$ cat src/common/pet_defs.svh
`ifndef PET_DEFS_SVH
`define PET_DEFS_SVH

// Text area of the screen
`define PET_COLS 40
`define PET_ROWS 25

// Character slots per row and rows per frame, retrace included
`define PET_HTOTAL 64
`define PET_VTOTAL 32

// Offsets inside the E8xx I/O page
`define PET_IO_KEYROW 8'h10
`define PET_IO_KEYIN  8'h12
`define PET_IO_IRQ    8'h13
`define PET_IO_GFX    8'h4C

`endif

$ cat src/common/pet_pkg.sv
package pet_pkg;

    ////////////////////////////////////////////////////////////////////////////
    // Basic widths
    ////////////////////////////////////////////////////////////////////////////

    // CPU address space is 64 KB
    typedef logic [15:0] cpu_addr_t;
    typedef logic [7:0]  byte_t;
    // One cell of the 1 KB screen RAM
    typedef logic [9:0]  vram_addr_t;

    ////////////////////////////////////////////////////////////////////////////
    // Request structs
    ////////////////////////////////////////////////////////////////////////////

    // CPU bus and external port request
    typedef struct packed {
        cpu_addr_t addr;
        byte_t     wdata;
        logic      we;
    } bus_req_t;

    // Screen RAM request, same layout with a short address
    typedef struct packed {
        vram_addr_t addr;
        byte_t      wdata;
        logic       we;
    } vram_req_t;

    // Screen code leaving the scanner with its position on screen
    typedef struct packed {
        logic [7:0] code;
        logic [5:0] col;
        logic [4:0] row;
    } screen_char_t;

    // Scanner is either in the text area or in vertical retrace
    typedef enum logic {
        SCAN_VISIBLE,
        SCAN_RETRACE
    } scan_state_t;

endpackage

$ cat src/video/vram_arbiter.sv
`timescale 1ns/100ps

module vram_arbiter (
    input  logic                clk,
    input  logic                rst_n,
    // Scanner port, never stalled
    input  pet_pkg::vram_addr_t scan_addr,
    input  logic                scan_valid,
    // CPU port
    input  pet_pkg::vram_req_t  cpu_vram_req,
    input  logic                cpu_vram_valid,
    output logic                cpu_vram_ready,
    output logic                cpu_vram_rsp_valid,
    // Single RAM port
    output pet_pkg::vram_req_t  ram_req,
    output logic                ram_en
);

    logic cpu_grant;
    logic cpu_rd_q;

    ////////////////////////////////////////////////////////////////////////////
    // Fixed priority grant
    ////////////////////////////////////////////////////////////////////////////

    // CPU only gets slots the scanner leaves free
    assign cpu_vram_ready = !scan_valid;
    assign cpu_grant      = cpu_vram_valid && !scan_valid;
    assign ram_en         = scan_valid || cpu_vram_valid;

    always_comb begin
        if (scan_valid) begin
            ram_req.addr  = scan_addr;
            ram_req.wdata = '0;
            ram_req.we    = 1'b0;
        end else begin
            ram_req = cpu_vram_req;
        end
    end

    // Granted CPU read answers when the RAM output turns over
    always_ff @(posedge clk) begin
        if (!rst_n)
            cpu_rd_q <= 1'b0;
        else
            cpu_rd_q <= cpu_grant && !cpu_vram_req.we;
    end

    assign cpu_vram_rsp_valid = cpu_rd_q;

endmodule

$ cat config.mk
export PLATFORM = sky130hd
export DESIGN_NAME = vram_arbiter
export DESIGN_NICKNAME = d
export VERILOG_FILES = /design/src/common/pet_defs.svh /design/src/common/pet_pkg.sv /design/src/video/vram_arbiter.sv
export SDC_FILE = /design/constraint.sdc
export NUM_CORES = 1
export LEC_CHECK = 0
export BUFFER_PORTS_ARGS = -buffer_cell sky130_fd_sc_hd__buf_2
export CAP_MARGIN = 20
export CORE_AREA = 4 4 41 43
export CTS_BUF_LIST = sky130_fd_sc_hd__clkbuf_8
export DETAILED_ROUTE_END_ITERATION = 10
export DIE_AREA = 0 0 45 47
export PLACE_DENSITY = 0.74
export REMOVE_ABC_BUFFERS = 1
export SYNTH_ARGS = -nofsm -noshare
export SYNTH_HDL_FRONTEND = slang
export SYNTH_SLANG_ARGS = --single-unit
$ cat constraint.sdc
create_clock -name clk -period 0.8 [get_ports clk]
set_clock_uncertainty 0.05 [all_clocks]
set_input_delay 0.12 -clock clk [delete_from_list [all_inputs] [get_ports clk]]
set_output_delay 0.12 -clock clk [all_outputs]
set_load 0.02 [all_outputs]
==> impl_metrics.toml <==
[worst_setup_path]
slowest_stage = "mux2_4"
cp_cell_sequence = "buf_12 -> mux2_4 -> buf_6"
slowest_delay_ns = 0.30
cp.arrival_ns = 0.68
critPathKind = "input pin to output port"
cp-start-kind = "input pin"
crit_fanout = 8
endpoint_kind = "output port"
cp.required_ns = 0.63

[logic_synthesis]
ys_warn_count = 0
syn_inst = 25
netlist_area_um2 = 229
ys_seq_elements = 1
syn_avg_cell_area_um2 = 9.16
synth_cell_type_count = 9
yosysSeqAreaShare_pct = 8.74

[placement]
dp_slack_ns = -0.303
io_buffers = 54
gp_congestion = 0.744
dp_cells = 94

[timing]
worst_slew_pin_slew_ns = 0.100
fin_ws_ns = -0.0505
setup_violations = 11
finalCritPeriodShare_pct = 106
holdWs_ns = 0.384
period_needed_ns = 0.850
slew_headroom_pct = 93.3
grt_setup_unrepaired = "yes"
final_hold_viol_count = 0
slew_violations = 0
fmax_mhz = 1180

[final_layout]
largest_reg_flops = 1
final_layout_size_suffix_gt1_share_pct = 90.1
utilization_pct = 55.6
nNetsFinal = 116
mostFrequentLayoutCells = "buf_2, buf_6, mux2_4, buf_4, nor2b_1"
final_common_cell = "buf_2"
num_antenna_cells = 0
area_delta_synth_final_pct = 216
fin_cells = 96

[floorplan]
die_y_um = 47
rows = 13
start_util_pct = 17.6
pin_count = 55
coreArea_mm2 = 0.00130
dieArea_mm2 = 0.00212
die_w_um = 45

[global_route]
antenna_found_initial = 0
grt_max_degree = 9
track_usage_pct = 13.0
grt-ovfl-total = 0
grt_pass1_vias = 499
grt_pass1_wl_um = 2100

[routing]
wl_per_cell_um = 13.9
ant_nets = 0
dr.pass1.iters = 2
routed_wl_um = 1330
drtIter0Drc = 1
vias = 420
vias_per_cell = 4.38
drcViolationCount = 0

[power]
powerDensity_mw_per_mm2 = 729
cellLeakagePower_uw = 0.000418
irDropWorstVdd_uv = 329

[flow_run]
drv_cap = 0

[hold_path]
min_path_type = "input pin to register"

[clock_tree]
path_clk_slew_ns = 0

[status]
status = "complete, but fails checks"
violations = "negative setup slack"
==> cells by family after synthesis <==
family | count (synthesis) | synth area share (%)
buf+inv | 3 | 8.74
flops | 1 | 8.74
mux | 10 | 49.2
simple gates | 11 | 33.3
==> final timing paths <==
check,start,cells after the start,end,slack [ns]
min,rst_n,2,cpu_vram_rsp_valid$_SDFF_PN0_,0.38
max,scan_valid,3,ram_req[17],-0.05
==> Yosys cell counts <==
master / n / area, um^2
mux2_2: 10 / 113
and2b_1: 1 / 7.51
nor2b_1: 8 / 50.1
buf_6: 1 / 11.3
or2_2: 1 / 6.26
and4bb_2: 1 / 12.5
buf_2: 1 / 5.00
inv_1: 1 / 3.75
dfxtp_1: 1 / 20.0
==> metal layers <==
metal | vias to the layer above | routed length [um] | track usage, %
met2 | 29 | 732 | 26.6
met1 | 194 | 395 | 12.9
met3 | 0 | 205 | 5.36
li1 | 197 | - | -
met4 | 0 | 0 | 0
met5 | - | 0 | 0
==> worst max-delay path, delay by kind of cell <==
family                 cells  cell delay [ns]
muxes                      1             0.30
buffers and inverters      2             0.25
==> stage by stage <==
step	setup TNS (ns)	cell area, um^2	power [uW]
floorplan	0	213	216
global placement	-4.33	517	375
finish	-0.463	723	527
global route	-0.678	723	561
CTS	-0.461	692	509
detailed placement	-4.55	517	377
==> layout make-up <==
| cell class | instances | area, um^2 |
|---|---|---|
| fillers | 130 | 578 |
| flip-flops and latches | 1 | 20.0 |
| inverters | 1 | 3.75 |
| multi-input cells | 21 | 241 |
| repair buffers | 58 | 439 |
| well taps | 15 | 18.8 |
==> what timing repair did <==
action                     CTS  global route
hold buffers                 0             0
buffers inserted             1             0
setup endpoints to repair   21            18
gates resized for setup     43            10
cloned                       1             0
==> power by group <==
part           internal (uW)  switching, uW  leakage (uW)  total, uW
logic                    280            195      0.000409        475
clock network              0              0             0          0
registers               52.2          0.339    0.00000814       52.6
No activity file was read; power rests on OpenSTA's default activity.
