### config.mk
export PLATFORM = sky130hd
export DESIGN_NAME = pet_io
export DESIGN_NICKNAME = d
export VERILOG_FILES = /design/src/common/pet_pkg.sv /design/src/io/pet_io.sv
export VERILOG_INCLUDE_DIRS = /design/src /design/src/common
export SDC_FILE = /design/constraint.sdc
export NUM_CORES = 1
export LEC_CHECK = 0
export BUFFER_PORTS_ARGS = -buffer_cell sky130_fd_sc_hd__buf_2
export CAP_MARGIN = 25
export CORE_UTILIZATION = 35
export CTS_CLUSTER_DIAMETER = 80
export DETAILED_ROUTE_END_ITERATION = 7
export GPL_TIMING_DRIVEN = 0
export PLACE_DENSITY_LB_ADDON = 0.12
export SYNTH_ARGS = -nofsm -noshare
export SYNTH_HDL_FRONTEND = slang
export SYNTH_SLANG_ARGS = --single-unit
### constraint.sdc
create_clock -name clk -period 1.7 [get_ports clk]
set_input_delay 0.51 -clock clk [delete_from_list [all_inputs] [get_ports clk]]
set_output_delay 0.51 -clock clk [all_outputs]
set_load 0.01 [all_outputs]
### src/common/pet_defs.svh
`ifndef PET_DEFS_SVH
`define PET_DEFS_SVH

// Text area of the screen
`define PET_COLS 40
`define PET_ROWS 25

// Character slots per row and rows per frame, retrace included
`define PET_HTOTAL 64
`define PET_VTOTAL 32

// Offsets inside the E8xx I/O page
`define PET_IO_KEYROW 8'h10
`define PET_IO_KEYIN  8'h12
`define PET_IO_IRQ    8'h13
`define PET_IO_GFX    8'h4C

`endif

### src/common/pet_pkg.sv
package pet_pkg;

    ////////////////////////////////////////////////////////////////////////////
    // Basic widths
    ////////////////////////////////////////////////////////////////////////////

    // CPU address space is 64 KB
    typedef logic [15:0] cpu_addr_t;
    typedef logic [7:0]  byte_t;
    // One cell of the 1 KB screen RAM
    typedef logic [9:0]  vram_addr_t;

    ////////////////////////////////////////////////////////////////////////////
    // Request structs
    ////////////////////////////////////////////////////////////////////////////

    // CPU bus and external port request
    typedef struct packed {
        cpu_addr_t addr;
        byte_t     wdata;
        logic      we;
    } bus_req_t;

    // Screen RAM request, same layout with a short address
    typedef struct packed {
        vram_addr_t addr;
        byte_t      wdata;
        logic       we;
    } vram_req_t;

    // Screen code leaving the scanner with its position on screen
    typedef struct packed {
        logic [7:0] code;
        logic [5:0] col;
        logic [4:0] row;
    } screen_char_t;

    // Scanner is either in the text area or in vertical retrace
    typedef enum logic {
        SCAN_VISIBLE,
        SCAN_RETRACE
    } scan_state_t;

endpackage

### src/io/pet_io.sv
`timescale 1ns/100ps
`include "pet_defs.svh"

module pet_io (
    input  logic           clk,
    input  logic           rst_n,
    input  logic           io_sel,
    input  pet_pkg::byte_t io_offset,
    input  pet_pkg::byte_t io_wdata,
    input  logic           io_we,
    output pet_pkg::byte_t io_rdata,
    input  pet_pkg::byte_t keyin,
    input  logic           frame_tick,
    output logic           irq,
    output logic [3:0]     keyrow,
    output logic           video_gfx
);

    logic io_wr;
    logic io_rd;

    assign io_wr = io_sel && io_we;
    assign io_rd = io_sel && !io_we;

    ////////////////////////////////////////////////////////////////////////////
    // Register writes
    ////////////////////////////////////////////////////////////////////////////

    always_ff @(posedge clk) begin
        if (!rst_n) begin
            keyrow    <= 4'h0;
            video_gfx <= 1'b0;
        end else if (io_wr) begin
            case (io_offset)
                // Keyboard row select for the scan matrix
                `PET_IO_KEYROW: keyrow <= io_wdata[3:0];
                // Graphic characters vs lower case
                `PET_IO_GFX:    video_gfx <= io_wdata[1];
                default:        ;
            endcase
        end
    end

    // Frame interrupt
    // a tick in the same cycle as the clearing read wins
    always_ff @(posedge clk) begin
        if (!rst_n)
            irq <= 1'b0;
        else if (frame_tick)
            irq <= 1'b1;
        else if (io_rd && (io_offset == `PET_IO_IRQ))
            irq <= 1'b0;
    end

    ////////////////////////////////////////////////////////////////////////////
    // Read data
    ////////////////////////////////////////////////////////////////////////////

    // Valid the cycle after the select
    always_ff @(posedge clk) begin
        if (io_rd) begin
            case (io_offset)
                `PET_IO_KEYIN: io_rdata <= keyin;
                // Status sits in bit 7
                `PET_IO_IRQ:   io_rdata <= {irq, 7'b0};
                // Unused offsets float high
                default:       io_rdata <= 8'hFF;
            endcase
        end
    end

endmodule

==> impl_results.md <==
- Status: completed
- Via count: ~560
- Crit Path Max Fanout: 7
- Pin count of the biggest net entering global routing: 11
- First-pass GRT wire length: 1930 um
- # hold bufs at CTS: 0
- Worst r2r src: irq
- CTS tree: done
- GP Congestion: 0.643
- Part of the Yosys area used for sequential elements: a little under three fifths
- Worst Path Class, Setup: input pin to register
- Worst skew pair latency: approximately 0.27 ns
- Initial antenna violation count: 0
- Syn_nets: 85
- Final hold vios: 0
- Die area: approximately 2000 um2
- Post-Synthesis Cells: 56
- Pre-CTS setup slack: -0.380 ns
- R2r setup slk: about 0.94 ns
- Unique masters post-synth: 16
- Hold WC Path Type: register to register
- Row count: 15
- Hold Path End: video_gfx
- Leakage dissipation: 0.426 nW
- IO buf count: 36
- Final #Nets: between 100 and 150
- Clock transition at path regs: roughly 0.080 ns
- Endpoint class of the critical path: register
- Maximum VDD drop: 313 uV
- Most frequent CP cell: buf_6
- F_max: approximately 600 MHz
- Sink Count: 14
- Power per Cell Area: about 690 nW/um2
- Highest-count cells in the layout ignoring fill and taps: buf_2, nand2_1, inv_1, edfxtp_1
- Synth Register Bits: 14
- CTS Buffer Depth: 2
- Crit path DAT: around 1.7 ns
- Mapped cell area: around 640 um2
- Worst hold path startpoint: video_gfx
- Area grow syn2layout: 45.3%
- CP delay by family, top: simple AND/OR/NAND/NOR gates
- WL per Instance: 10.0 um
- Actual transition at the worst max-transition pin: about 0.75 ns
- Gr usage total: approximately 14%
- WL final: between 1000 and 1500 um
- HPWL Detailed: ~900 um
- Slew headroom: about half
- CTS Buf Count: 3
- Reg2reg end: io_rdata[7]
- Critical Path RT: between 1.5 and 2 ns
- Vias in the first global route: about 500
- Mean Syn Cell Area: ~11 um2
- Final Cycle Share: a little over nine tenths
- Worst Path Buf+Inv: 2
- RSZ-0062 raised after global routing: true
- Initial Utilization: roughly 37%
- Core area: 1710 um2
- Initial DRC count: 10
- Die Height: 44.6 um
- Crit start category: input pin
- Critical-path cell list: buf_6 > or4b_4 > nor4b_4 > buf_6 > o21ai_1
- R2R depth: 2
- Placed cells: approximately 120
- Setup ws final: 0.0308 ns
- TritonRoute pass-1 iters: 4
- Setup violation total in the final timing report: 0
- Most common cell after layout, fill and taps aside: buf_2
- Share of post-route cells with drive strength above 1: between 40% and 50%
- Synth warn: 0
- Final non-filler cell total: 124
- Final slew viol count: 0
- Max Cap Viol: 0
- CP peak stage delay: between 0.5 and 0.6 ns
- Crit-path slowest cell: or4b_4
- Layout Skew: between 0.0008 and 0.0009 ns
- Hold path cells: 2
- Ant. Diodes: 0
- Final Critical Period: between 1.5 and 2 ns
- Setup tns final: 0 ns
- Die width: between 40 and 50 um
- Worst path depth: 5
- H-tree levels: 1
- Fillers: 170
- Remaining Overflow, GRT: 0
- CTS Root Buffer Type: clkbuf_4
- Via/cell ratio: 4.54
- I/O pins: 43
- Drt drc: 0
- Final ANT Viol Nets: 0
-- logic make-up after synthesis --
group                  share of synthesized area (%)
and+or+nand+nor                                 20.3
buffers and inverters                           5.91
muxes                                           9.45
DFF                                             56.7
AOI/OAI and AO/OA                               7.68
-- where the power goes --
part           leakage (nW)  internal (W)  total (W)  switching (W)
sequential            0.134      0.000368   0.000371     0.00000333
clock                0.0154     0.0000848   0.000187       0.000102
combinational         0.276     0.0000405  0.0000820      0.0000415
total                 0.426      0.000493   0.000640       0.000147
-- what timing repair did --
item / in CTS / in global routing
resized for setup: 4 / 5
buffers inserted: 2 / 1
setup endpoints to repair: 8 / 8
hold endpoints to repair: 0 / 0
pin swaps: 2 / 2
-- sequential cells by signal (all words and copies together), names as in the netlist --
register   cells
keyrow         4
irq            1
io_rdata       8
video_gfx      1
-- cell usage after synthesis (all sizes together) --
master | n | area share (%)
nand2 | 10 | 5.9
edfxtp | 8 | 38
inv | 8 | 4.7
o21ai | 8 | 6.3
dfxtp | 6 | 19
mux2i | 6 | 9.4
clkbuf | 2 | 1.2
nor4 | 2 | 4.3
a41oi | 1 | 1.4
nand4b | 1 | 1.4
nand4bb | 1 | 1.8
nor2b | 1 | 0.98
nor4b | 1 | 3.7
or4b | 1 | 2.2
-- stage by stage --
stage	hold WS, ns	util [%]	power, W	cell area [um2]
3_3_place_gp	0.441	49.6	0.000453	847
5_1_grt	0.481	54.1	0.000676	923
2_1_floorplan	0.479	-	0.000410	636
6_report	0.458	54.1	0.000640	923
3_5_place_dp	0.444	49.6	0.000455	847
4_1_cts	0.461	52.4	0.000645	895
-- metal layers --
metal  GRT usage [%]  vias up  share of wire (%)
li1                -      281                  -
met3            3.67        2                6.3
met1            14.8      257                 42
met4            7.27        0               0.48
met5               0        -                  0
met2            24.4       23                 51
-- area by class of cell --
class | count | area, um2 | area share [%]
buffer | 2 | 7.51 | 0.813
sequential | 14 | 360 | 39.0
inverter | 8 | 30.0 | 3.25
timing repair buffer | 39 | 219 | 23.7
multi-input combinational | 32 | 249 | 27.0
clock buffer | 3 | 22.5 | 2.44
clock inverter | 1 | 3.75 | 0.407
tap | 25 | 31.3 | 3.39
-- worst max path at each step --
stage                             from     endpoint
after detailed placement  io_offset[6]  io_rdata[1]
final                     io_offset[3]  io_rdata[0]
after floorplan           io_offset[6]  io_rdata[0]
after global placement    io_offset[6]  io_rdata[6]
after global routing      io_offset[3]  io_rdata[0]
after CTS                 io_offset[2]  io_rdata[4]
-- worst min-delay path: stages (launching register included) --
cell     delay, ns
dfxtp_1       0.32
nand2_1       0.05
mux2i_1       0.05
Note: power is estimated with default switching activity, not from simulation.
