[src/common/pet_defs.svh]
`ifndef PET_DEFS_SVH
`define PET_DEFS_SVH

// Text area of the screen
`define PET_COLS 40
`define PET_ROWS 25

// Character slots per row and rows per frame, retrace included
`define PET_HTOTAL 64
`define PET_VTOTAL 32

// Offsets inside the E8xx I/O page
`define PET_IO_KEYROW 8'h10
`define PET_IO_KEYIN  8'h12
`define PET_IO_IRQ    8'h13
`define PET_IO_GFX    8'h4C

`endif

[src/common/pet_pkg.sv]
package pet_pkg;

    ////////////////////////////////////////////////////////////////////////////
    // Basic widths
    ////////////////////////////////////////////////////////////////////////////

    // CPU address space is 64 KB
    typedef logic [15:0] cpu_addr_t;
    typedef logic [7:0]  byte_t;
    // One cell of the 1 KB screen RAM
    typedef logic [9:0]  vram_addr_t;

    ////////////////////////////////////////////////////////////////////////////
    // Request structs
    ////////////////////////////////////////////////////////////////////////////

    // CPU bus and external port request
    typedef struct packed {
        cpu_addr_t addr;
        byte_t     wdata;
        logic      we;
    } bus_req_t;

    // Screen RAM request, same layout with a short address
    typedef struct packed {
        vram_addr_t addr;
        byte_t      wdata;
        logic       we;
    } vram_req_t;

    // Screen code leaving the scanner with its position on screen
    typedef struct packed {
        logic [7:0] code;
        logic [5:0] col;
        logic [4:0] row;
    } screen_char_t;

    // Scanner is either in the text area or in vertical retrace
    typedef enum logic {
        SCAN_VISIBLE,
        SCAN_RETRACE
    } scan_state_t;

endpackage

[src/video/text_scanner.sv]
`timescale 1ns/100ps
`include "pet_defs.svh"

module text_scanner (
    input  logic                  clk,
    input  logic                  rst_n,
    input  logic                  ce_char,
    input  pet_pkg::byte_t        ram_rdata,
    output pet_pkg::vram_addr_t   scan_addr,
    output logic                  scan_valid,
    output pet_pkg::screen_char_t screen_char,
    output logic                  screen_valid,
    output logic                  frame_tick
);

    pet_pkg::scan_state_t state;
    logic [5:0]           col;
    logic [4:0]           row;
    logic                 row_end;
    logic                 fetch_q;
    logic [5:0]           col_q;
    logic [4:0]           row_q;

    ////////////////////////////////////////////////////////////////////////////
    // Slot and row counters
    ////////////////////////////////////////////////////////////////////////////

    assign row_end = (col == `PET_HTOTAL - 1);

    always_ff @(posedge clk) begin
        if (!rst_n) begin
            col   <= '0;
            row   <= '0;
            state <= pet_pkg::SCAN_VISIBLE;
        end else if (ce_char) begin
            col <= col + 6'd1;
            if (row_end) begin
                row <= row + 5'd1;
                // Last text row done, start retrace
                if (row == `PET_ROWS - 1)
                    state <= pet_pkg::SCAN_RETRACE;
                // Wrap to a new frame
                if (row == `PET_VTOTAL - 1) begin
                    row   <= '0;
                    state <= pet_pkg::SCAN_VISIBLE;
                end
            end
        end
    end

    ////////////////////////////////////////////////////////////////////////////
    // Screen fetch
    ////////////////////////////////////////////////////////////////////////////

    // Text columns of the visible rows only
    assign scan_valid = ce_char && (state == pet_pkg::SCAN_VISIBLE) && (col < `PET_COLS);

    // Row-major cell index, at most 999
    assign scan_addr = pet_pkg::vram_addr_t'(row * `PET_COLS)
                     + pet_pkg::vram_addr_t'(col);

    // First slot of a frame
    assign frame_tick = ce_char && (col == '0) && (row == '0);

    always_ff @(posedge clk) begin
        if (!rst_n)
            fetch_q <= 1'b0;
        else
            fetch_q <= scan_valid;
    end

    // Position follows the fetch by one cycle to meet the RAM data
    always_ff @(posedge clk) begin
        if (scan_valid) begin
            col_q <= col;
            row_q <= row;
        end
    end

    assign screen_valid     = fetch_q;
    assign screen_char.code = ram_rdata;
    assign screen_char.col  = col_q;
    assign screen_char.row  = row_q;

endmodule

[config.mk]
export PLATFORM = sky130hd
export DESIGN_NAME = text_scanner
export DESIGN_NICKNAME = d
export VERILOG_FILES = /design/src/common/pet_pkg.sv /design/src/video/text_scanner.sv
export VERILOG_INCLUDE_DIRS = /design/src /design/src/common
export SDC_FILE = /design/constraint.sdc
export NUM_CORES = 1
export LEC_CHECK = 0
export ABC_CLOCK_PERIOD_IN_PS = 3120
export BUFFER_PORTS_ARGS = -buffer_cell sky130_fd_sc_hd__buf_2
export CORE_MARGIN = 10
export CORE_UTILIZATION = 36
export CTS_CLUSTER_DIAMETER = 200
export DETAILED_ROUTE_END_ITERATION = 8
export GPL_ROUTABILITY_DRIVEN = 0
export RECOVER_POWER = 25
export SLEW_MARGIN = 20
export SYNTH_ARGS = -nofsm -noshare
export SYNTH_HDL_FRONTEND = slang
export SYNTH_SLANG_ARGS = --single-unit
[constraint.sdc]
create_clock -name clk -period 3.12 [get_ports clk]
set_input_delay 0.624 -clock clk [delete_from_list [all_inputs] [get_ports clk]]
set_output_delay 0.624 -clock clk [all_outputs]
set_load 0.01 [all_outputs]
==> metrics.yaml <==
outcome: "finished clean"
ys_warn_count: 0
max_clock_freq_ghz: 0.330
cts.root.buffer_cell: "clkbuf_8"
async_reset_ff_frac: 0
die_x_um: 81.9
cts_buffers: 3
timing.final.crit_period_ns: 3.03
crit_required_ns: 2.50
synth.avg_cell_area_sq_um: 11.1
synthesis.nets: 151
fin_area_sq_mm: 0.00153
final_min_period_over_clock_period: 0.970
synth-seq-cells: 24
critical_path.n_buffers_inverters: 1
drcViolationCount: 0
worst_slew_pin_slew_ns: 0.415
core_sq_mm: 0.00369
drt_iter0_drc: 56
netlist-cell-type-count: 35
synth_sequential_area_ratio: 0.428
setup_viol: 0
syn-cell-area_sq_mm: 0.00138
vias: 901
clock_latency_ns: 0.26
ff2ff_path_depth: 5
detailedRoute.firstPassIterationCount: 4
startpoint_class_of_the_critical_path: "register"
tritoncts: "yes"
cp.depth: 8
power.static_leakage_nw: 0.727
die-area_sq_mm: 0.00671
dp.cells: 186
final.hold.worst_slack_ns: 0.522
critical-path-max-stage-delay_ns: 0.41
critPathSlowestCell: "fa_1"
final_util: 0.414
placement_rows: 22
timing.clock.skew_ns: 0.00625
worst_hold_path.num_cells: 2
crit_chain: "ha_1 -> ha_1 -> fa_1 -> xor2_2 -> o2111ai_1 -> xnor2_1 -> xnor2_1 -> buf_2"
cell_type_group_with_the_largest_total_delay_on_the_critical_path: "adder cells"
layoutNonFillerInstCount: 190
layout-drive-gt1-share: 0.254
place_area_sq_mm: 0.00148
nNetsFinal: 170
data_arrival_critical_path_ns: 2.40
detail_route.wirelength_um: 2700
synth-main-ff-cell: "dfxtp_1"
io_pins: 43
grt_max_degree: 14
initial_core_utilization: 0.374
grt_use_total: 0.0799
fill_cells: 380
port_buffer_count: 26
global_route.overflow_total: 0
worst_min_delay_path_class: "reg -> reg"
numClockSinks: 24
area_growth_syn_to_layout_pct: 10.6
ant_nets: 0
first_pass_grt_wire_length_um: 4220
grt_pass1_vias: 913
wl_per_cell_um: 14.2
max-cap-violations: 0
antenna_found_initial: 0
synthCells: 124
fin_hold_viols: 0
die_height_um: 81.9
avgViaCountPerCell: 4.74
cellPowerDensity_mw_per_mm2: 367
regToRegSetupSlack_ns: 1.25
h-tree-depth: 1
dp.final_hpwl_um: 2040
num_antenna_cells: 0
mostFrequentLayoutCells: "buf_2 (25), ha_1 (14), dfxtp_1 (11), edfxtp_1 (11), xnor2_1 (9)"
timing.slew.headroom: 0.723
timing.critical_path.fanout_max: 8
vdd_ir_drop_max_uv: 160
cts_buffer_depth: 2
timing_max_transition_violations_final: 0
clk_pin_slew_worst_paths_ns: 0.08
timing.setup.critical_path_class: "reg -> out"
layout.cells.most_common: "buf_2"
synth_edf_count: 11
timing.critical_path.to_type: "output port"
[final cells by class]
| class | instances | area [sq um] | area share |
|---|---|---|---|
| Sequential cell | 24 | 593 | 0.389 |
| Clock buffer | 4 | 45.0 | 0.0295 |
| Timing Repair Buffer | 28 | 140 | 0.0918 |
| Tap cell | 48 | 60.1 | 0.0393 |
| Inverter | 8 | 30.0 | 0.0197 |
| Multi-Input combinational cell | 78 | 658 | 0.431 |
[flip-flops by register name (all words and copies together) (netlist names)]
register and flops:
col 6, col_q 6, row 5, row_q 5, screen_valid 1, state 1
[report_power, final]
group          switching [mW]  leakage (nW)  internal, mW
clock                  0.0914        0.0228        0.0910
sequential            0.00599         0.228         0.336
combinational          0.0197         0.476        0.0163
[worst reg2reg max path: cells and delay by family (launching register included)]
family	cells	cell delay, ns
DFF	1	0.40
AOI/OAI and AO/OA	1	0.15
and+or+nand+nor	2	0.72
adders and majority gates	2	0.54
[logic make-up after synthesis]
logic type	Yosys count	share of synthesized area
compound gates	15	0.0734
xor+xnor	12	0.0762
fa+ha+maj	16	0.156
buf+inv	22	0.101
flops	24	0.428
mux	2	0.0145
simple gates	33	0.151
[timing repair]
| item | CTS | global route |
|---|---|---|
| pin swaps | 0 | 2 |
| setup buffers | 0 | 0 |
| hold buffers | 0 | 0 |
| endpoints found under the setup margin | 1 | 1 |
| gates resized for setup | 2 | 1 |
[path summary, 6_finish.rpt]
| check | startpoint | end |
|---|---|---|
| hold reg to reg | row[1]$_SDFFE_PN0P_ | row[1]$_SDFFE_PN0P_ |
| setup / recovery | row[1]$_SDFFE_PN0P_ | scan_addr[9] |
| setup reg to reg | row[0]$_SDFFE_PN0P_ | row[3]$_SDFFE_PN0P_ |
| hold / removal | row[1]$_SDFFE_PN0P_ | row[1]$_SDFFE_PN0P_ |
[cells in the mapped netlist (2+ instances only)]
cell type / count / area [sq um]
inv_1: 8 / 30.0
o21ai_0: 4 / 20.0
xor2_1: 3 / 26.3
and2_1: 6 / 37.5
nand2_1: 5 / 18.8
nand4_1: 2 / 12.5
a21oi_1: 2 / 10.0
mux2i_1: 2 / 20.0
buf_6: 2 / 22.5
nand3_1: 2 / 10.0
nor2_1: 3 / 11.3
and3_1: 2 / 12.5
edfxtp_1: 11 / 330
buf_4: 11 / 82.6
a21boi_1: 3 / 22.5
ha_1: 14 / 175
xnor2_1: 9 / 78.8
nor2b_1: 4 / 25.0
fa_1: 2 / 40.0
a21o_1: 2 / 15.0
dfxtp_1: 13 / 260
[per-layer routing]
metal / share of wire / vias up / track usage
met3: 0.075 / 6 / 0.0186
li1: - / 455 / -
met2: 0.47 / 20 / 0.143
met4: 0.024 / 0 / 0.0476
met1: 0.43 / 420 / 0.0827
met5: 0 / - / 0
[metrics by stage]
| stage | TNS [ns] | power, mW | worst slack [ns] |
|---|---|---|---|
| 2_1_floorplan | 0 | 0.385 | 0.483 |
| 3_3_place_gp | 0 | 0.386 | 0.334 |
| 3_5_place_dp | 0 | 0.387 | 0.211 |
| 4_1_cts | 0 | 0.567 | 0.00203 |
| 5_1_grt | -0.0174 | 0.588 | -0.0174 |
| 6_report | 0 | 0.560 | 0.0938 |
(Power assumes the default switching activity.)
