--- src/common/pet_defs.svh ---
`ifndef PET_DEFS_SVH
`define PET_DEFS_SVH

// Text area of the screen
`define PET_COLS 40
`define PET_ROWS 25

// Character slots per row and rows per frame, retrace included
`define PET_HTOTAL 64
`define PET_VTOTAL 32

// Offsets inside the E8xx I/O page
`define PET_IO_KEYROW 8'h10
`define PET_IO_KEYIN  8'h12
`define PET_IO_IRQ    8'h13
`define PET_IO_GFX    8'h4C

`endif

--- src/common/pet_pkg.sv ---
package pet_pkg;

    ////////////////////////////////////////////////////////////////////////////
    // Basic widths
    ////////////////////////////////////////////////////////////////////////////

    // CPU address space is 64 KB
    typedef logic [15:0] cpu_addr_t;
    typedef logic [7:0]  byte_t;
    // One cell of the 1 KB screen RAM
    typedef logic [9:0]  vram_addr_t;

    ////////////////////////////////////////////////////////////////////////////
    // Request structs
    ////////////////////////////////////////////////////////////////////////////

    // CPU bus and external port request
    typedef struct packed {
        cpu_addr_t addr;
        byte_t     wdata;
        logic      we;
    } bus_req_t;

    // Screen RAM request, same layout with a short address
    typedef struct packed {
        vram_addr_t addr;
        byte_t      wdata;
        logic       we;
    } vram_req_t;

    // Screen code leaving the scanner with its position on screen
    typedef struct packed {
        logic [7:0] code;
        logic [5:0] col;
        logic [4:0] row;
    } screen_char_t;

    // Scanner is either in the text area or in vertical retrace
    typedef enum logic {
        SCAN_VISIBLE,
        SCAN_RETRACE
    } scan_state_t;

endpackage

--- src/bus_decode.sv ---
`timescale 1ns/100ps

module bus_decode (
    input  logic               clk,
    input  logic               rst_n,
    input  pet_pkg::bus_req_t  cpu_req,
    input  logic               cpu_req_valid,
    output logic               cpu_req_ready,
    output logic               cpu_rsp_valid,
    output pet_pkg::byte_t     cpu_rsp_data,
    output pet_pkg::bus_req_t  ext_req,
    output logic               ext_req_valid,
    input  logic               ext_req_ready,
    input  logic               ext_rsp_valid,
    input  pet_pkg::byte_t     ext_rsp_data,
    output pet_pkg::vram_req_t cpu_vram_req,
    output logic               cpu_vram_valid,
    input  logic               cpu_vram_ready,
    input  logic               cpu_vram_rsp_valid,
    input  pet_pkg::byte_t     vram_rdata,
    output logic               io_sel,
    output pet_pkg::byte_t     io_offset,
    output pet_pkg::byte_t     io_wdata,
    output logic               io_we,
    input  pet_pkg::byte_t     io_rdata
);

    // Where an outstanding read will get its data from
    localparam logic [1:0] SRC_EXT  = 2'd0;
    localparam logic [1:0] SRC_VRAM = 2'd1;
    localparam logic [1:0] SRC_IO   = 2'd2;

    logic           hit_vram;
    logic           hit_io;
    logic           hit_ext;
    logic           issue;
    logic           accept;
    logic           rd_pend;
    logic [1:0]     rd_src;
    logic           vram_done;
    pet_pkg::byte_t vram_data_q;

    ////////////////////////////////////////////////////////////////////////////
    // Address decode
    ////////////////////////////////////////////////////////////////////////////

    // 8000-8FFF video page
    assign hit_vram = (cpu_req.addr[15:12] == 4'h8);
    // E800-EFFF I/O page
    assign hit_io   = (cpu_req.addr[15:11] == 5'b1110_1);
    // Everything else is RAM or ROM outside
    assign hit_ext  = !hit_vram && !hit_io;

    // Bus stays closed while a read waits for its data
    assign issue  = cpu_req_valid && !rd_pend;
    assign accept = cpu_req_valid && cpu_req_ready;

    assign ext_req       = cpu_req;
    assign ext_req_valid = issue && hit_ext;

    // Only bits 9..0 reach the RAM so the page mirrors four times
    assign cpu_vram_req.addr  = cpu_req.addr[9:0];
    assign cpu_vram_req.wdata = cpu_req.wdata;
    assign cpu_vram_req.we    = cpu_req.we;
    assign cpu_vram_valid     = issue && hit_vram;

    assign io_sel    = issue && hit_io;
    assign io_offset = cpu_req.addr[7:0];
    assign io_wdata  = cpu_req.wdata;
    assign io_we     = cpu_req.we;

    // Ready comes from the target, I/O never stalls
    always_comb begin
        if (hit_vram)
            cpu_req_ready = !rd_pend && cpu_vram_ready;
        else if (hit_io)
            cpu_req_ready = !rd_pend;
        else
            cpu_req_ready = !rd_pend && ext_req_ready;
    end

    ////////////////////////////////////////////////////////////////////////////
    // Outstanding read tracking
    ////////////////////////////////////////////////////////////////////////////

    always_ff @(posedge clk) begin
        if (!rst_n) begin
            rd_pend   <= 1'b0;
            rd_src    <= SRC_EXT;
            vram_done <= 1'b0;
        end else begin
            if (accept && !cpu_req.we) begin
                rd_pend <= 1'b1;
                rd_src  <= hit_vram ? SRC_VRAM : (hit_io ? SRC_IO : SRC_EXT);
            end else if (cpu_rsp_valid) begin
                rd_pend <= 1'b0;
            end
            // RAM data gets one register stage before the response
            vram_done <= rd_pend && (rd_src == SRC_VRAM) && cpu_vram_rsp_valid;
        end
    end

    always_ff @(posedge clk) begin
        if (cpu_vram_rsp_valid)
            vram_data_q <= vram_rdata;
    end

    // Response mux follows the recorded source
    always_comb begin
        cpu_rsp_valid = 1'b0;
        cpu_rsp_data  = ext_rsp_data;
        case (rd_src)
            SRC_VRAM: begin
                cpu_rsp_valid = rd_pend && vram_done;
                cpu_rsp_data  = vram_data_q;
            end
            // I/O data is registered one cycle after the select
            SRC_IO: begin
                cpu_rsp_valid = rd_pend;
                cpu_rsp_data  = io_rdata;
            end
            default: begin
                cpu_rsp_valid = rd_pend && ext_rsp_valid;
                cpu_rsp_data  = ext_rsp_data;
            end
        endcase
    end

endmodule

--- config.mk ---
export PLATFORM = sky130hd
export DESIGN_NAME = bus_decode
export DESIGN_NICKNAME = d
export VERILOG_FILES = /design/src/common/pet_defs.svh /design/src/common/pet_pkg.sv /design/src/bus_decode.sv
export SDC_FILE = /design/constraint.sdc
export NUM_CORES = 1
export LEC_CHECK = 0
export BUFFER_PORTS_ARGS = -buffer_cell sky130_fd_sc_hd__buf_4
export CAP_MARGIN = 0
export CORE_MARGIN = 4
export CORE_UTILIZATION = 31
export CTS_CLUSTER_DIAMETER = 40
export DETAILED_ROUTE_END_ITERATION = 16
export MAX_ROUTING_LAYER = met4
export PLACE_DENSITY = 0.77
export SLEW_MARGIN = 20
export SYNTH_ARGS = -nofsm -noshare
export SYNTH_HDL_FRONTEND = slang
export SYNTH_SLANG_ARGS = --single-unit
--- constraint.sdc ---
create_clock -name clk -period 1.4 [get_ports clk]
set_clock_uncertainty 0.05 [all_clocks]
set_input_delay 0.21 -clock clk [delete_from_list [all_inputs] [get_ports clk]]
set_output_delay 0.21 -clock clk [all_outputs]
set_load 0.005 [all_outputs]
==> impl_metrics.ini <==
[route]
drc = 0
vias = 856
drt_iter0_drc = 8
vias_per_cell = 4.32
drtPass1Iterations = 2
antenna_left = 0
drt_wl_total_um = 2720
routedWlPerCell_um = 13.7

[synthesis]
synth_edf_count = 8
synth_cell_types = 30
synthCells = 132
synth_area_leaders = buf_4, edfxtp_1, dfxtp_1, a22oi_1, o21ai_0
syn_nets = 190
synthArstFlopShare = 0
ys_seq_elements = 12
ys_seq_area_frac = 0.271
synth_top_area_cell = buf_4
netlist_area_mm2 = 0.00118
ys.flop_type = edfxtp_1
synthDominantCellAreaShare = 0.394
yosysWarnings = 0
synth_area_per_cell_um2 = 8.95

[grt]
overflow = 0
grt_pass1_wl_um = 4160
grt_max_degree = 10
grt_pass1_vias = 930
gr-usage-all-layers = 0.107
antenna_found_initial = 0

[cells_and_area]
syn_to_final_growth_pct = 35.9
diodes = 0
multi_input_area_um2 = 526
layout.nets = 209
layout_common_cells = buf_4, a22oi_2, edfxtp_1
finalInstanceArea_mm2 = 0.00161
layout_commonest_cell = buf_4
seq_area_um2 = 327
post-route-util = 0.438
drive_gt1_frac = 0.780
fillers = 329

[place]
place_hpwl_um = 1960
globalplace.congestion = 0.841
postPlaceCellArea_mm2 = 0.00131
portBuffers = 57

[run_status]
violations = setup timing
status = finished with violations

[clocking]
clk_pin_slew_ps = 50
htreeDepth = 1
cts_root_buf = clkbuf_8
cts_tree = yes
clk_path_buf_depth = 2
clock_sinks = 12
clock_latency_ps = 230
cts_inserted_buffers = 3

[worst_setup_path]
critPathRequiredTime_ps = 1140
critPathLaunchType = register
path_class = register to primary output
reg2reg_depth = 4
slowest_stage = dfxtp_4
slowest_delay_ps = 360
worstPathArrival_ps = 1340
end_kind = primary output
critPathMaxFanout = 7
path_cells = inv_2 > ha_4 > buf_6 > a22oi_2 > o21ai_1 > buf_4
ff2ff_setup_slack_ps = 60

[timing]
period_share = 1.14
timing.fmax_mhz = 626
hold_viol = 0
setup_viol = 10
fin_crit_ps = 1600
slew_viol_final = 0
max_slew.worst_pin.slew_ps = 237
setup_ws_ps = -197
rsz0062_at_grt = true
slew_headroom = 0.842

[power_and_ir_drop]
p_clk_frac = 0.299
peakVddDrop_mv = 0.693
p_seq_frac = 0.410
switchingPower_uw = 227
pwr-share-comb = 0.291
p_int_uw = 777
p_sw_frac = 0.226
powerDensity_mw_per_mm2 = 625
power.leakage_nw = 0.698

[floorplanning]
boundaryPins = 130
start_util = 0.323
die_h_um = 69.7
coreArea_mm2 = 0.00366
fp-row-count = 22
die_w_um = 69.7
die_area_mm2 = 0.00486

[worst_hold_path]
hold_path_depth = 1
hold_class = input port to register

[flow_run]
cap_violations = 0
==> through the flow <==
| stage | TNS, ps | hold WS (ps) | cells | worst slack, ps | total power [mW] |
|---|---|---|---|---|---|
| floorplan | 0 | 259 | 132 | 31.5 | 0.614 |
| global placement | -335 | 339 | 186 | -48.0 | 0.645 |
| detailed placement | -391 | 340 | 186 | -62.6 | 0.648 |
| CTS | -1480 | 96.0 | 194 | -178 | 0.989 |
| global route | -2100 | 94.5 | 198 | -251 | 1.05 |
| finish | -1490 | 102 | 198 | -197 | 1.00 |
==> cells in the mapped netlist, drive strengths merged, types with 2 or more instances <==
cell    number
o21bai       2
nor2         3
inv          3
o21ai       10
buf         63
nand2        9
nor3b        3
ha           2
dfxtp        4
a22oi        8
nor2b        3
edfxtp       8
==> cell families after synthesis <==
kind of cell    Yosys count  synth area share
compound gates           26             0.167
fa+ha+maj                 2            0.0212
buf+inv                  67             0.411
flops                    12             0.271
simple gates             25             0.129
==> metal layers <==
layer	part of all wire	vias up	track usage
li1	-	424	-
met1	0.35	381	0.115
met3	0.063	28	0.0130
met5	0	-	-
met4	0.060	0	0.0915
met2	0.52	23	0.172
==> timing repair <==
action                                 CTS  global route
endpoints found under the hold margin    0             0
setup buffers                            5             5
setup endpoints to repair               12            12
hold buffers                             0             0
gates resized for setup                 39            14
pin swaps                                8             9
==> state kept, by name, summed over array words and instances, names as in the netlist <==
signal and count:
rd_pend 1, rd_src 2, vram_data_q 8, vram_done 1
==> path summary, 6_finish.rpt <==
| kind | endpoint | from |
|---|---|---|
| setup reg to reg | rd_src[1] | rd_pend |
| setup / recovery | cpu_rsp_data[2] | rd_src[1] |
| hold reg to reg | rd_src[1] | rd_src[1] |
| hold / removal | vram_data_q[1] | vram_rdata[1] |
==> power by group through the flow <==
stage / sequential [mW] / clock (mW) / combinational, mW
after floorplan: 0.414 / 0 / 0.200
after global placement: 0.414 / 0 / 0.231
after detailed placement: 0.415 / 0 / 0.233
after CTS: 0.412 / 0.311 / 0.266
after global routing: 0.413 / 0.327 / 0.315
final: 0.411 / 0.301 / 0.292
==> worst max-delay path: cells and delay by family (launching register included) <==
family	cells	cell delay, ps
flip-flops	1	360
buffers and inverters	3	320
AO/OA/AOI/OAI	2	250
adder cells (fa/ha/maj)	1	180
==> layout make-up <==
cell class,instances,area share
repair buffers,78,0.397
multi-input cells,53,0.327
flip-flops and latches,12,0.203
well taps,48,0.0374
clock buffers,3,0.0257
inverters,3,0.00701
clock inverters,1,0.00234
Power figures use the tool's default switching activity.
